`src/design/upload_pkg.sv`:
```
`default_nettype none

package upload_pkg;

   typedef logic [27:0] ddr_addr_t;
   typedef logic [26:0] ram_addr_t;
   typedef logic [24:0] data_size_t;

   localparam int HDR_BYTES = 16;
   localparam int KBD_SKIP  = 512;                  // Keyboard layout body

   // Magic sits in header bytes 0 to 2
   localparam int OFS_TYPE    = 3;                  // Type in [7:4] and slot in [3:0]
   localparam int OFS_DATA_ID = 4;
   localparam int OFS_SIZE_HI = 5;
   localparam int OFS_SIZE_LO = 6;
   localparam int OFS_DEVICE  = 7;
   localparam int OFS_MAPPER  = 8;
   localparam int OFS_MODE    = 9;
   localparam int OFS_PARAM   = 10;

   typedef enum logic [3:0] {CONFIG_NONE, CONFIG_SLOT_A, CONFIG_SLOT_B, CONFIG_SLOT_INTERNAL,
                             CONFIG_KBD_LAYOUT, CONFIG_CONFIG} config_typ_t;

   typedef enum logic [7:0] {ROM_NONE, ROM_ROM, ROM_RAM, ROM_FDC, ROM_FMPAC} data_id_t;

   typedef enum logic [7:0] {MAPPER_UNUSED, MAPPER_NONE, MAPPER_ASCII8, MAPPER_ASCII16,
                             MAPPER_KONAMI, MAPPER_KONAMI_SCC, MAPPER_RAM} mapper_t;

   typedef enum logic [7:0] {DEVICE_NONE, DEVICE_FDC, DEVICE_OPL3} device_t;

   typedef enum logic {PATTERN_COPY, PATTERN_RAM_INIT} pattern_t;

   typedef struct packed {
      mapper_t    mapper;
      device_t    device;
      logic [3:0] ref_ram;
      logic [1:0] offset_ram;
   } slot_entry_t;

   typedef struct packed {
      ram_addr_t   addr;
      logic [15:0] size;                            // In blocks
      logic        ro;
   } lookup_ram_t;

   typedef enum logic [2:0] {IDLE, CLEAN, READ_HDR, CHECK, FILL, STORE} seq_state_t;

endpackage

`default_nettype wire

```
`src/design/upload_if.sv`:
```
`timescale 1ns/1ps
`default_nettype none

interface record_if import upload_pkg::*; ();
   logic        magic_ok;
   config_typ_t rec_type;
   logic [3:0]  slot_subslot;
   data_id_t    data_id;
   logic [10:0] size_blocks;
   device_t     device;
   mapper_t     mapper;
   logic [7:0]  mode;
   logic [7:0]  param;

   modport parser (output magic_ok, rec_type, slot_subslot, data_id, size_blocks,
                   device, mapper, mode, param);
   modport user (input magic_ok, rec_type, slot_subslot, data_id, size_blocks,
                 device, mapper, mode, param);
endinterface

interface fetch_if ();
   logic       start;
   logic       done;
   logic       byte_req;
   logic       byte_ok;
   logic [7:0] byte_data;
   logic       busy;

   modport sequencer (output start, byte_ok, byte_data, input done, byte_req, busy);
   modport loader (input start, byte_ok, byte_data, output done, byte_req, busy);
endinterface

`default_nettype wire

```
`src/design/upload_sequencer.sv`:
```
`timescale 1ns/1ps
`default_nettype none

module upload_sequencer import upload_pkg::*; #(
   parameter int BLOCK_SHIFT = 14
) (
   input  logic        clk,
   input  logic        rst_n,
   input  logic        ioctl_download,
   input  logic [15:0] ioctl_index,
   input  logic [26:0] ioctl_addr,
   input  logic [7:0]  ddr3_dout,
   input  logic        ddr3_ready,
   output ddr_addr_t   ddr3_addr,
   output logic        ddr3_rd,
   output logic        ddr3_request,
   output logic        reset_rq,
   record_if.user      rec,
   fetch_if.sequencer  fetch,
   output logic        hdr_byte_ok,
   output logic [7:0]  hdr_byte,
   output logic        clean_wr,
   output logic [5:0]  clean_idx,
   output logic        store,
   output logic [3:0]  ref_ram
);

   seq_state_t state;
   ddr_addr_t  cfg_size;
   ddr_addr_t  body_end;                          // Next header after a copy body
   ddr_addr_t  body_len;
   logic       dl_last;
   logic       dl_end;
   logic       go;                                // DDR3 port free for a step
   logic [4:0] hdr_cnt;
   logic       loaded;
   logic       req_pend;
   logic       rd_wait;
   logic       fill_done;

   assign dl_end   = dl_last & ~ioctl_download & (ioctl_index == 16'd1);
   assign go       = ddr3_ready & ~ddr3_rd;
   assign body_len = (rec.data_id == ROM_RAM) ? '0 : ddr_addr_t'(rec.size_blocks) << BLOCK_SHIFT;

   assign reset_rq        = (state != IDLE);
   assign ddr3_request    = (state != IDLE);
   assign hdr_byte_ok     = go & (state == READ_HDR) & (hdr_cnt != 5'd0);
   assign hdr_byte        = ddr3_dout;
   assign clean_wr        = go & (state == CLEAN);
   assign store           = go & (state == STORE);
   assign fetch.byte_ok   = go & (state == FILL) & rd_wait;
   assign fetch.byte_data = ddr3_dout;

   always_ff @(posedge clk) begin
      if (dl_end) cfg_size <= ddr_addr_t'(ioctl_addr);
   end

   always_ff @(posedge clk) begin
      if (!rst_n) begin
         state       <= IDLE;
         dl_last     <= 1'b0;
         ddr3_rd     <= 1'b0;
         ddr3_addr   <= '0;
         hdr_cnt     <= 5'd0;
         clean_idx   <= 6'd0;
         ref_ram     <= 4'd0;
         loaded      <= 1'b0;
         req_pend    <= 1'b0;
         rd_wait     <= 1'b0;
         fill_done   <= 1'b0;
         fetch.start <= 1'b0;
      end else begin
         dl_last     <= ioctl_download;
         fetch.start <= 1'b0;
         if (fetch.byte_req) req_pend <= 1'b1;
         if (fetch.done) fill_done <= 1'b1;
         if (ddr3_ready && ddr3_rd) begin
            ddr3_rd   <= 1'b0;
            ddr3_addr <= ddr3_addr + 1'b1;
         end
         if (dl_end) begin
            state     <= CLEAN;
            ddr3_rd   <= 1'b0;
            ddr3_addr <= '0;
            hdr_cnt   <= 5'd0;
            clean_idx <= 6'd0;
            ref_ram   <= 4'd0;
            loaded    <= 1'b0;
         end else if (go) begin
            case (state)
               CLEAN: begin
                  clean_idx <= clean_idx + 6'd1;
                  if (clean_idx == 6'd63) state <= READ_HDR;
               end
               READ_HDR: begin
                  if (hdr_cnt == 5'd0 && ddr3_addr >= cfg_size) begin
                     state <= IDLE;                  // Image exhausted
                  end else if (hdr_cnt == 5'(HDR_BYTES)) begin
                     hdr_cnt <= 5'd0;
                     state   <= CHECK;
                  end else begin
                     ddr3_rd <= 1'b1;
                     hdr_cnt <= hdr_cnt + 5'd1;
                  end
               end
               CHECK: begin
                  state <= READ_HDR;
                  if (!rec.magic_ok) begin
                     state <= IDLE;
                  end else if (rec.rec_type == CONFIG_KBD_LAYOUT) begin
                     ddr3_addr <= ddr3_addr + ddr_addr_t'(KBD_SKIP);
                  end else if (rec.rec_type == CONFIG_SLOT_INTERNAL) begin
                     state <= STORE;
                     if (rec.data_id != ROM_NONE) begin
                        state       <= FILL;
                        fetch.start <= 1'b1;
                        loaded      <= 1'b1;
                        fill_done   <= 1'b0;
                        body_end    <= ddr3_addr + body_len;
                     end
                  end
               end
               FILL: begin
                  if (rd_wait) begin
                     rd_wait <= 1'b0;                // byte_ok goes out now
                  end else if (req_pend) begin
                     ddr3_rd  <= 1'b1;
                     rd_wait  <= 1'b1;
                     req_pend <= 1'b0;
                  end else if (fill_done) begin
                     fill_done <= 1'b0;
                     ddr3_addr <= body_end;
                     state     <= STORE;
                  end
               end
               STORE: begin
                  ref_ram <= ref_ram + {3'd0, loaded};
                  loaded  <= 1'b0;
                  state   <= READ_HDR;
               end
               default: ;
            endcase
         end
      end
   end

   a_req_in_fill: assert property (@(posedge clk) disable iff (!rst_n)
      fetch.byte_req |-> fetch.busy && state == FILL);

endmodule

`default_nettype wire

```
`src/flat_wrapper.sv`:
```
// flat-port wrapper written by rule: the top's interface ports become plain ports
module upload_sequencer_flat import upload_pkg::*;
#(
   parameter int BLOCK_SHIFT = 14
)
  (clk, rst_n, ioctl_download, ioctl_index, ioctl_addr, ddr3_dout, ddr3_ready, ddr3_addr, ddr3_rd, ddr3_request, reset_rq, hdr_byte_ok, hdr_byte, clean_wr, clean_idx, store, ref_ram, rec_magic_ok, rec_rec_type, rec_slot_subslot, rec_data_id, rec_size_blocks, rec_device, rec_mapper, rec_mode, rec_param, fetch_start, fetch_byte_ok, fetch_byte_data, fetch_done, fetch_byte_req, fetch_busy);
  record_if rec_i ();
  fetch_if fetch_i ();
  input  logic clk;
  input  logic rst_n;
  input  logic ioctl_download;
  input  logic [15:0] ioctl_index;
  input  logic [26:0] ioctl_addr;
  input  logic [7:0] ddr3_dout;
  input  logic ddr3_ready;
  output ddr_addr_t ddr3_addr;
  output logic ddr3_rd;
  output logic ddr3_request;
  output logic reset_rq;
  output logic hdr_byte_ok;
  output logic [7:0] hdr_byte;
  output logic clean_wr;
  output logic [5:0] clean_idx;
  output logic store;
  output logic [3:0] ref_ram;
  input wire logic [$bits(rec_i.magic_ok)-1:0] rec_magic_ok;
  input wire logic [$bits(rec_i.rec_type)-1:0] rec_rec_type;
  input wire logic [$bits(rec_i.slot_subslot)-1:0] rec_slot_subslot;
  input wire logic [$bits(rec_i.data_id)-1:0] rec_data_id;
  input wire logic [$bits(rec_i.size_blocks)-1:0] rec_size_blocks;
  input wire logic [$bits(rec_i.device)-1:0] rec_device;
  input wire logic [$bits(rec_i.mapper)-1:0] rec_mapper;
  input wire logic [$bits(rec_i.mode)-1:0] rec_mode;
  input wire logic [$bits(rec_i.param)-1:0] rec_param;
  output wire logic [$bits(fetch_i.start)-1:0] fetch_start;
  output wire logic [$bits(fetch_i.byte_ok)-1:0] fetch_byte_ok;
  output wire logic [$bits(fetch_i.byte_data)-1:0] fetch_byte_data;
  input wire logic [$bits(fetch_i.done)-1:0] fetch_done;
  input wire logic [$bits(fetch_i.byte_req)-1:0] fetch_byte_req;
  input wire logic [$bits(fetch_i.busy)-1:0] fetch_busy;
  assign rec_i.magic_ok = rec_magic_ok;
  assign rec_i.rec_type = rec_rec_type;
  assign rec_i.slot_subslot = rec_slot_subslot;
  assign rec_i.data_id = rec_data_id;
  assign rec_i.size_blocks = rec_size_blocks;
  assign rec_i.device = rec_device;
  assign rec_i.mapper = rec_mapper;
  assign rec_i.mode = rec_mode;
  assign rec_i.param = rec_param;
  assign fetch_start = fetch_i.start;
  assign fetch_byte_ok = fetch_i.byte_ok;
  assign fetch_byte_data = fetch_i.byte_data;
  assign fetch_i.done = fetch_done;
  assign fetch_i.byte_req = fetch_byte_req;
  assign fetch_i.busy = fetch_busy;
  upload_sequencer #(.BLOCK_SHIFT(BLOCK_SHIFT)) u_core (.clk(clk), .rst_n(rst_n), .ioctl_download(ioctl_download), .ioctl_index(ioctl_index), .ioctl_addr(ioctl_addr), .ddr3_dout(ddr3_dout), .ddr3_ready(ddr3_ready), .ddr3_addr(ddr3_addr), .ddr3_rd(ddr3_rd), .ddr3_request(ddr3_request), .reset_rq(reset_rq), .rec(rec_i), .fetch(fetch_i), .hdr_byte_ok(hdr_byte_ok), .hdr_byte(hdr_byte), .clean_wr(clean_wr), .clean_idx(clean_idx), .store(store), .ref_ram(ref_ram));
endmodule
```
`config.mk`:
```
export PLATFORM = sky130hd
export DESIGN_NAME = upload_sequencer_flat
export DESIGN_NICKNAME = d
export VERILOG_FILES = /design/src/design/upload_pkg.sv /design/src/design/upload_if.sv /design/src/design/upload_sequencer.sv /design/src/flat_wrapper.sv
export SDC_FILE = /design/constraint.sdc
export NUM_CORES = 1
export LEC_CHECK = 0
export BUFFER_PORTS_ARGS = -buffer_cell sky130_fd_sc_hd__clkbuf_2
export CAP_MARGIN = 20
export CORE_MARGIN = 8
export CORE_UTILIZATION = 57
export CTS_BUF_LIST = sky130_fd_sc_hd__clkbuf_16
export CTS_CLUSTER_SIZE = 16
export DETAILED_ROUTE_END_ITERATION = 8
export PLACE_DENSITY = 0.86
export SLEW_MARGIN = 5
export SYNTH_ARGS = -nofsm -noshare
export SYNTH_HDL_FRONTEND = slang
export SYNTH_SLANG_ARGS = --single-unit
```
`constraint.sdc`:
```
create_clock -name clk -period 7 [get_ports clk]
set_input_delay 2.1 -clock clk [delete_from_list [all_inputs] [get_ports clk]]
set_output_delay 2.1 -clock clk [all_outputs]
set_load 0.05 [all_outputs]
```
==> flow_summary.yaml, run 1 <==
finish:
  nets: 936
  area_delta_synth_final_pct: 13.5
  diodes: 0
  final_cells: 916
  fill_cells: 857
  utilization: 0.665
  drive_gt1_frac: 0.193
floorplan:
  io_pins: 180
  die_h_um: 122
  die_area_um2: 14800
  placement_rows: 38
  start_util: 0.586
  die_x_um: 122
  core-area_um2: 10800
setup_path:
  crit_arrival_ps: 3500
  cp.required_ps: 4900
  crit_fanout: 7
  crit_type: "in2out"
  reg2reg_slack_ps: 3930
  worstSetupEndpointType: "primary output"
  worstSetupStartpointType: "input pin"
grt:
  first_global_vias: 5491
  antenna_found_initial: 0
  track_usage: 0.219
  overflow: 0
  grt_max_degree: 37
  grt_pass1_wl_um: 26200
timing:
  drv_slew: 0
  rsz0062_at_grt: "false"
  fin_hold_ws_ps: 490
  fin_crit_ps: 5600
  worst_pin_slew_ps: 1090
  finalCritPeriodShare: 0.800
  fmax_ghz: 0.179
  fin_tns_setup_ps: 0
  slew_headroom: 0.272
  finalClockSkew_ps: 6.08
  setup_viol: 0
  hold_viol: 0
hold_path:
  hp-class: "reg2reg"
synth:
  synth_fp_nets: 837
  synth_edf_count: 55
  ys_ff_latch: 108
  synth_ff_type: "edfxtp_1"
  synth_top_family_by_area: "simple AND/OR/NAND/NOR gates"
  yosysTopAreaCell: "edfxtp_1"
  ys_seq_area_frac: 0.427
  synth_xor_area_frac: 0.0703
  async_flop_share: 0
  synthAdderAreaFrac: 0.0918
  synth_top_area_share: 0.260
  synth_mux_area_frac: 0.00788
  synth-simple-area-share: 0.195
  yosysWarnings: 0
  synth.avg_cell_area_um2: 9.44
  yosysUniqueCellTypes: 67
  synthTopCellsByArea: "edfxtp_1 26%, dfxtp_1 17%, ha_1 8.9%, a21oi_1 3.6%, nor2_1 3.6%"
  synthCells: 673
  synth-compound-area-share: 0.151
  post_synth_instance_area_um2: 6350
placement:
  numPortBuffers: 118
  place_congestion: 0.866
  dp_hpwl_um: 12300
  dp.cells: 901
route:
  via_per_inst: 6.06
  drt_iter0_markers: 353
  ant_nets: 0
  wl_per_cell_um: 17.9
  drt-pass1-iter-count: 5
  wl_um: 16400
  num_vias: 5555
  route.detailed.drc: 0
cts:
  cts.sinks: 108
  clk_pin_slew_ps: 70
  clock_latency_ps: 350
  clock_path_buffers: 2
  cts_buffers: 9
  htreeDepth: 3
  root_buffer: "clkbuf_16"
  cts_tree: "yes"
  holdBufCountCts: 0
  ctsResizeCount: 0
  cts_setup_buffers: 0
status:
  status: "complete, no violations"
pwr:
  p_leak_uw: 0.00307
  switching_share: 0.216
  power_switching_uw: 254
  peakVddDrop_mv: 0.112
  p_comb_frac: 0.039
  pwr-share-seq: 0.564
  intPower_uw: 922
  power_uw: 1180
  power.share.clock: 0.397
  powerDensity_nw_per_um2: 163
run:
  drv_cap: 0
flip-flops by register name, summed over array words and instances (netlist names):
register and count:
u_core.body_end 28, u_core.ddr3_addr 28, u_core.cfg_size 27, u_core.clean_idx 6
u_core.hdr_cnt 5, u_core.ref_ram 4, u_core.state 3, u_core.ddr3_rd 1
u_core.dl_last 1, u_core.fetch.start 1, u_core.fill_done 1, u_core.loaded 1
u_core.rd_wait 1, u_core.req_pend 1
power by group through the flow:
stage                     Combinational, uW  Clock, uW  Sequential [uW]
after detailed placement               46.0          0              678
after floorplan                        44.5          0              678
after CTS                              46.2        473              663
after global placement                 43.8          0              678
after global routing                   50.9        497              663
final                                  46.4        467              663
area by class of cell:
class / instances / area, um2 / share of cell area
multi-input cells: 491 / 3290 / 0.456
flip-flops and latches: 108 / 2710 / 0.376
repair buffers: 123 / 628 / 0.0871
clock buffers: 9 / 225 / 0.0312
well taps: 140 / 175 / 0.0243
inverters: 39 / 146 / 0.0203
clock inverters: 6 / 33.8 / 0.00469
per-stage QoR:
stage	cell area (um2)	setup slack, ps
6_report	7210	1400
5_1_grt	7210	1250
4_1_cts	7210	1400
3_5_place_dp	6950	1390
3_3_place_gp	6950	1430
2_1_floorplan	6350	1410
cells in the final DEF (no fill, tap or decap), drive strengths merged, types with 6 or more instances in the layout:
master	instances
a21o	6
a21oi	46
a22oi	6
and2	18
and3	11
clkbuf	127
dfxtp	53
edfxtp	55
ha	45
inv	41
nand2	56
nand2b	6
nand3	17
nand4	16
nor2	62
nor3	18
nor4	8
o211ai	6
o21ai	27
o22ai	10
xnor2	25
xor2	26
logic make-up (layout without fill, tap and decap cells):
kind of cell             count (synthesis)  in the layout
adder cells (fa/ha/maj)                 46             46
buffers and inverters                   74            177
XOR/XNOR                                51             51
multiplexers                             5              5
flip-flops                             108            108
AND/OR/NAND/NOR                        242            242
AO/OA/AOI/OAI                          147            147
cell usage after synthesis, types with 3 or more instances:
cell	number
nor3_1	16
nand4_1	16
and3_1	11
a21oi_1	46
a2bb2oi_1	4
a211oi_1	5
and2_1	17
o31ai_1	3
a21o_1	5
a41oi_1	3
mux2i_1	5
clkbuf_1	13
dfxtp_1	53
nor2_1	61
o211ai_1	6
nand3b_1	4
a22oi_1	6
ha_1	45
xor2_1	26
or2_2	4
o22ai_1	10
edfxtp_1	55
nor2b_1	4
o21bai_1	3
nand3_1	17
buf_4	17
a31oi_1	3
nand2_1	56
nand2b_1	6
a211o_1	4
a222oi_1	4
nor4_1	6
o21ai_0	27
nor3b_1	3
xnor2_1	25
or3_1	5
inv_1	39
and4_1	3
a221oi_1	3
critical path: stages:
cell      delay [ps]
clkbuf_2         140
nor2b_1          510
nand2_1          220
a21oi_1          220
clkbuf_2         310
metal layers:
metal / routed length (um) / global-route usage / share of wire / vias to the layer above
li1: - / - / - / 2628
met4: 359 / 0.0925 / 0.022 / 0
met3: 1110 / 0.0444 / 0.068 / 34
met1: 6570 / 0.256 / 0.40 / 2653
met2: 8330 / 0.383 / 0.51 / 240
met5: 0 / 0 / 0 / -
worst paths after layout:
| kind | from | end | depth (start not counted) |
|---|---|---|---|
| hold reg to reg | u_core.hdr_cnt[0]$_SDFFE_PP0P_ | u_core.hdr_cnt[0]$_SDFFE_PP0P_ | 1 |
| setup / recovery | ddr3_ready | hdr_byte_ok | 5 |
| hold / removal | u_core.hdr_cnt[0]$_SDFFE_PP0P_ | u_core.hdr_cnt[0]$_SDFFE_PP0P_ | 1 |
| setup reg to reg | u_core.ddr3_addr[17]$_SDFF_PP0_ | u_core.hdr_cnt[4]$_SDFFE_PP0P_ | 8 |
Note: power is estimated with default switching activity, not from simulation.
==> run 2: changes to the inputs <==
Settings changed: CORE_UTILIZATION 57 to 48, PLACE_DENSITY 0.86 to 0.77.
Clock period 7 ns to 4.65 ns, I/O delays scaled along.
==> run 2 against run 1 <==
  * Sequential share of layout area decreased by 0.89 points
  * Critical path depth increased by 9
  * Setup slack got worse by 1100 ps
  * Register-to-register slack got worse by 2300 ps
  * Wire length decreased by 3.8%
  * Sequential power increased by 51%
  * Non-clock buffer count increased by 12
  * Sequential cell count unchanged
  * Critical path type is now in2reg
  * Largest power group unchanged
==> flow_summary.yaml, run 2 (synthesis gave the netlist of run 1 again) <==
cts:
  ctsResizeCount: 0
  cts_setup_buffers: 0
  htreeDepth: 3
  clk_pin_slew_ps: 70
  clock_path_buffers: 2
  cts_tree: "yes"
  holdBufCountCts: 0
  cts.sinks: 108
  root_buffer: "clkbuf_16"
  cts_buffers: 9
  clock_latency_ps: 360
route:
  wl_um: 15700
  wl_per_cell_um: 16.3
  drt-pass1-iter-count: 5
  route.detailed.drc: 0
  drt_iter0_markers: 459
  ant_nets: 0
  via_per_inst: 5.62
  num_vias: 5419
timing:
  worst_pin_slew_ps: 855
  setup_viol: 0
  finalCritPeriodShare: 0.931
  fin_crit_ps: 4330
  slew_headroom: 0.425
  rsz0062_at_grt: "false"
  drv_slew: 0
  fin_hold_ws_ps: 477
  hold_viol: 0
  fmax_ghz: 0.231
  finalClockSkew_ps: 9.95
pwr:
  p_leak_uw: 0.00315
  powerDensity_nw_per_um2: 248
  peakVddDrop_mv: 0.146
finish:
  layout_common_cells: "118 x clkbuf_2, 61 x nor2_1, 56 x nand2_1, 55 x edfxtp_1, 53 x dfxtp_1"
  design_area_um2: 7380
  final_cells: 965
  largestRegisters: "u_core.body_end (28), u_core.ddr3_addr (28), u_core.cfg_size (27)"
  diodes: 0
  drive_gt1_frac: 0.207
  layout_commonest_cell: "clkbuf_2"
  nets: 948
  area_delta_synth_final_pct: 16.2
placement:
  dp.cells: 949
  numPortBuffers: 118
  dp_hpwl_um: 11800
  place_congestion: 0.858
  placed_area_um2: 7100
hold_path:
  hp-start: "u_core.hdr_cnt[0]$_SDFFE_PP0P_"
  hp-class: "reg2reg"
grt:
  first_global_vias: 5203
  grt_pass1_wl_um: 25300
  antenna_found_initial: 0
  track_usage: 0.188
  overflow: 0
  grt_max_degree: 31
floorplan:
  core-area_um2: 13100
  placement_rows: 42
  die_h_um: 131
  start_util: 0.486
  die_area_um2: 17200
  io_pins: 180
  die_x_um: 131
setup_path:
  worstReg2RegStart: "u_core.ddr3_addr[26]$_SDFF_PP0_"
  crit_arrival_ps: 4440
  crit_type: "in2reg"
  worstSetupEndpointType: "register"
  startpoint: "rec_data_id[6]"
  cp.required_ps: 4760
  worstSetupStartpointType: "input pin"
  crit_fanout: 11
status:
  status: "complete, no violations"
run:
  drv_cap: 0
## run 2: report_power, final
part | switching (uW) | internal, uW | total, uW
sequential | 1.08 | 997 | 998
clock | 348 | 413 | 761
combinational | 35.7 | 35.8 | 71.5
## run 2: final cells by class
cell class / instances / area [um2]
flip-flops and latches: 108 / 2710
clock buffers: 9 / 225
repair buffers: 135 / 731
clock inverters: 7 / 61.3
fillers: 1152 / 5700
multi-input cells: 491 / 3290
inverters: 39 / 146
well taps: 176 / 220
## run 2: path summary, 6_finish.rpt
| check | depth (start not counted) | slack (ps) | end |
|---|---|---|---|
| hold reg to reg | 1 | 480 | u_core.hdr_cnt[0]$_SDFFE_PP0P_ |
| hold / removal | 1 | 480 | u_core.hdr_cnt[0]$_SDFFE_PP0P_ |
| setup / recovery | 14 | 320 | u_core.body_end[24]$_DFFE_PP_ |
| setup reg to reg | 8 | 1680 | u_core.hdr_cnt[1]$_SDFFE_PP0P_ |
## run 2: through the flow
step	TNS (ps)	setup slack (ps)	power [uW]	util
after global routing	0	177	1890	0.564
after global placement	0	76.8	1090	0.542
after floorplan	0	131	1090	-
final	0	319	1830	0.564
after CTS	0	350	1840	0.564
after detailed placement	-28.5	-28.5	1090	0.542
## run 2: worst max-delay path, stage by stage
cell and delay (ps):
clkbuf_2 90, nor4_1 390, nand3_1 120, buf_4 190, and2_1 170, ha_1 200
fa_1 390, a21o_1 170, a21oi_1 220, o21bai_1 130, a211oi_1 370, o31ai_1 160
or2_2 300, xor2_1 140
## run 2: per-layer routing
metal | global-route usage | vias up | routed length [um]
met3 | 0.0502 | 28 | 942
met1 | 0.225 | 2569 | 6700
met4 | 0.0810 | 0 | 364
met5 | 0 | - | 0
li1 | - | 2655 | -
met2 | 0.311 | 167 | 7730
==> run 3: changes to the inputs <==
Settings changed: CORE_UTILIZATION 48 to 49, CTS_BUF_LIST sky130_fd_sc_hd__clkbuf_16 to sky130_fd_sc_hd__clkbuf_2 sky130_fd_sc_hd__clkbuf_4 sky130_fd_sc_hd__clkbuf_8, PLACE_DENSITY 0.77 to 0.79.
==> run 3 against run 2 <==
  * Cell count is 0.41% lower
  * Combinational power hardly changed
  * Sequential cell count stayed put
  * Worst hold slack better by 26 ps
  * Largest power group unchanged
  * Critical path type unchanged
  * Wire length is 1.8% lower
==> flow_summary.yaml, run 3 (synthesis gave the netlist of run 1 again) <==
cts:
  ctsResizeCount: 0
  holdBufCountCts: 0
  clk_pin_slew_ps: 100
  cts.sinks: 108
  clock_latency_ps: 390
  cts_tree: "yes"
  cts_setup_buffers: 0
  clock_path_buffers: 2
  root_buffer: "clkbuf_8"
  htreeDepth: 3
  cts_buffers: 9
pwr:
  powerDensity_nw_per_um2: 222
  p_leak_uw: 0.00308
  peakVddDrop_mv: 0.235
grt:
  antenna_found_initial: 0
  track_usage: 0.188
  overflow: 0
  first_global_vias: 5188
  grt_pass1_wl_um: 25300
  grt_max_degree: 31
hold_path:
  whs_endpoint: "u_core.ddr3_addr[0]$_SDFFE_PP0P_"
  hp-class: "reg2reg"
  hold_depth: 2
  hp-start: "u_core.body_end[0]$_DFFE_PP_"
finish:
  diodes: 0
  layout.area.seq_um2: 2710
  fill_cells: 1212
  nets: 948
  largestRegisters: "u_core.body_end (28), u_core.ddr3_addr (28), u_core.cfg_size (27)"
  layout_common_cells: "118 x clkbuf_2, 61 x nor2_1, 56 x nand2_1, 55 x edfxtp_1, 53 x dfxtp_1"
  drive_gt1_frac: 0.209
  area_delta_synth_final_pct: 14.2
  multi_input_area_um2: 3290
  layout_commonest_cell: "clkbuf_2"
route:
  ant_nets: 0
  met3_length_um: 914
  top_layer: "met4"
  wl_per_cell_um: 16.1
  wl_um: 15500
  drt-pass1-iter-count: 5
  met1_length_um: 6760
  route.detailed.drc: 0
  via_per_inst: 5.58
  drt_iter0_markers: 415
  wl_met2_um: 7430
  num_vias: 5366
timing:
  rsz0062_at_grt: "false"
  setup_viol: 0
  slew_headroom: 0.463
  hold_viol: 0
  fmax_ghz: 0.234
  finalCritPeriodShare: 0.919
  fin_crit_ps: 4270
  worst_pin_slew_ps: 801
  fin_hold_ws_ps: 503
  drv_slew: 0
  finalClockSkew_ps: 10.1
  fin_tns_setup_ps: 0
setup_path:
  worstReg2RegStart: "u_core.ddr3_addr[26]$_SDFF_PP0_"
  cp.required_ps: 4810
  crit_arrival_ps: 4430
  cpPeakStageDelay_ps: 390
  crit_fanout: 11
  crit_chain: "clkbuf_2, nor4_1, nand3_1, buf_4, and2_1, ha_1, fa_1, a21o_1, a21oi_1, o21bai_1, a211oi_1, o31ai_1, or2_2, xor2_1"
  crit_type: "in2reg"
  rr_endpoint: "u_core.hdr_cnt[1]$_SDFFE_PP0P_"
  worstSetupStartpointType: "input pin"
  crit_buf_inv: 2
  reg2reg_slack_ps: 1700
  cp_slowest_cell: "a211oi_1"
  path_delay_family: "compound AO/OA/AOI/OAI gates"
  ff2ff_path_depth: 8
  worstSetupEndpointType: "register"
floorplan:
  start_util: 0.503
  die_area_um2: 16900
  die_h_um: 130
  placement_rows: 41
  io_pins: 180
  core-area_um2: 12600
  die_x_um: 130
placement:
  place_congestion: 0.863
  dp_hpwl_um: 11500
  numPortBuffers: 118
run:
  drv_cap: 0
status:
  status: "complete, no violations"
## run 3: how the worst max path moves through the flow
stage	from	to	slack [ps]	cells after the start
3_3_place_gp	rec_data_id[6]	u_core.body_end[24]$_DFFE_PP_	70	14
5_1_grt	rec_data_id[6]	u_core.body_end[24]$_DFFE_PP_	210	14
4_1_cts	rec_data_id[6]	u_core.body_end[24]$_DFFE_PP_	380	14
6_report	rec_data_id[6]	u_core.body_end[24]$_DFFE_PP_	380	14
3_5_place_dp	rec_data_id[6]	u_core.body_end[24]$_DFFE_PP_	20	14
2_1_floorplan	ioctl_index[10]	u_core.rd_wait$_SDFFE_PN0P_	130	4
## run 3: final cells by class
type,count,share of cell area
clock inverters,6,0.00535
multi-input cells,491,0.453
flip-flops and latches,108,0.374
inverters,39,0.0202
repair buffers,135,0.0990
well taps,172,0.0297
clock buffers,10,0.0190
## run 3: worst min-delay path, delay by kind of cell, from the launching register on
| family | cells | cell delay [ps] |
|---|---|---|
| AO/OA/AOI/OAI | 1 | 70 |
| flip-flops | 1 | 340 |
| AND/OR/NAND/NOR | 1 | 70 |
## run 3: metrics by stage
| stage | instances | setup slack (ps) | utilization | power, uW | area [um2] |
|---|---|---|---|---|---|
| floorplan | 673 | 131 | - | 1090 | 6350 |
| global placement | 945 | 70.0 | 0.561 | 1090 | 7080 |
| detailed placement | 945 | 19.2 | 0.561 | 1090 | 7080 |
| CTS | 961 | 385 | 0.575 | 1620 | 7260 |
| global route | 961 | 209 | 0.575 | 1660 | 7260 |
| finish | 961 | 377 | 0.575 | 1610 | 7260 |
## run 3: metal layers
| layer | track usage | vias up |
|---|---|---|
| li1 | - | 2663 |
| met1 | 0.232 | 2498 |
| met2 | 0.317 | 177 |
| met3 | 0.0445 | 28 |
| met4 | 0.0649 | 0 |
| met5 | 0 | - |
## run 3: power breakdown
part,switching (uW),total (uW),internal [uW]
sequential,1.07,998,997
combinational,35.1,71.5,36.4
clock,330,538,208
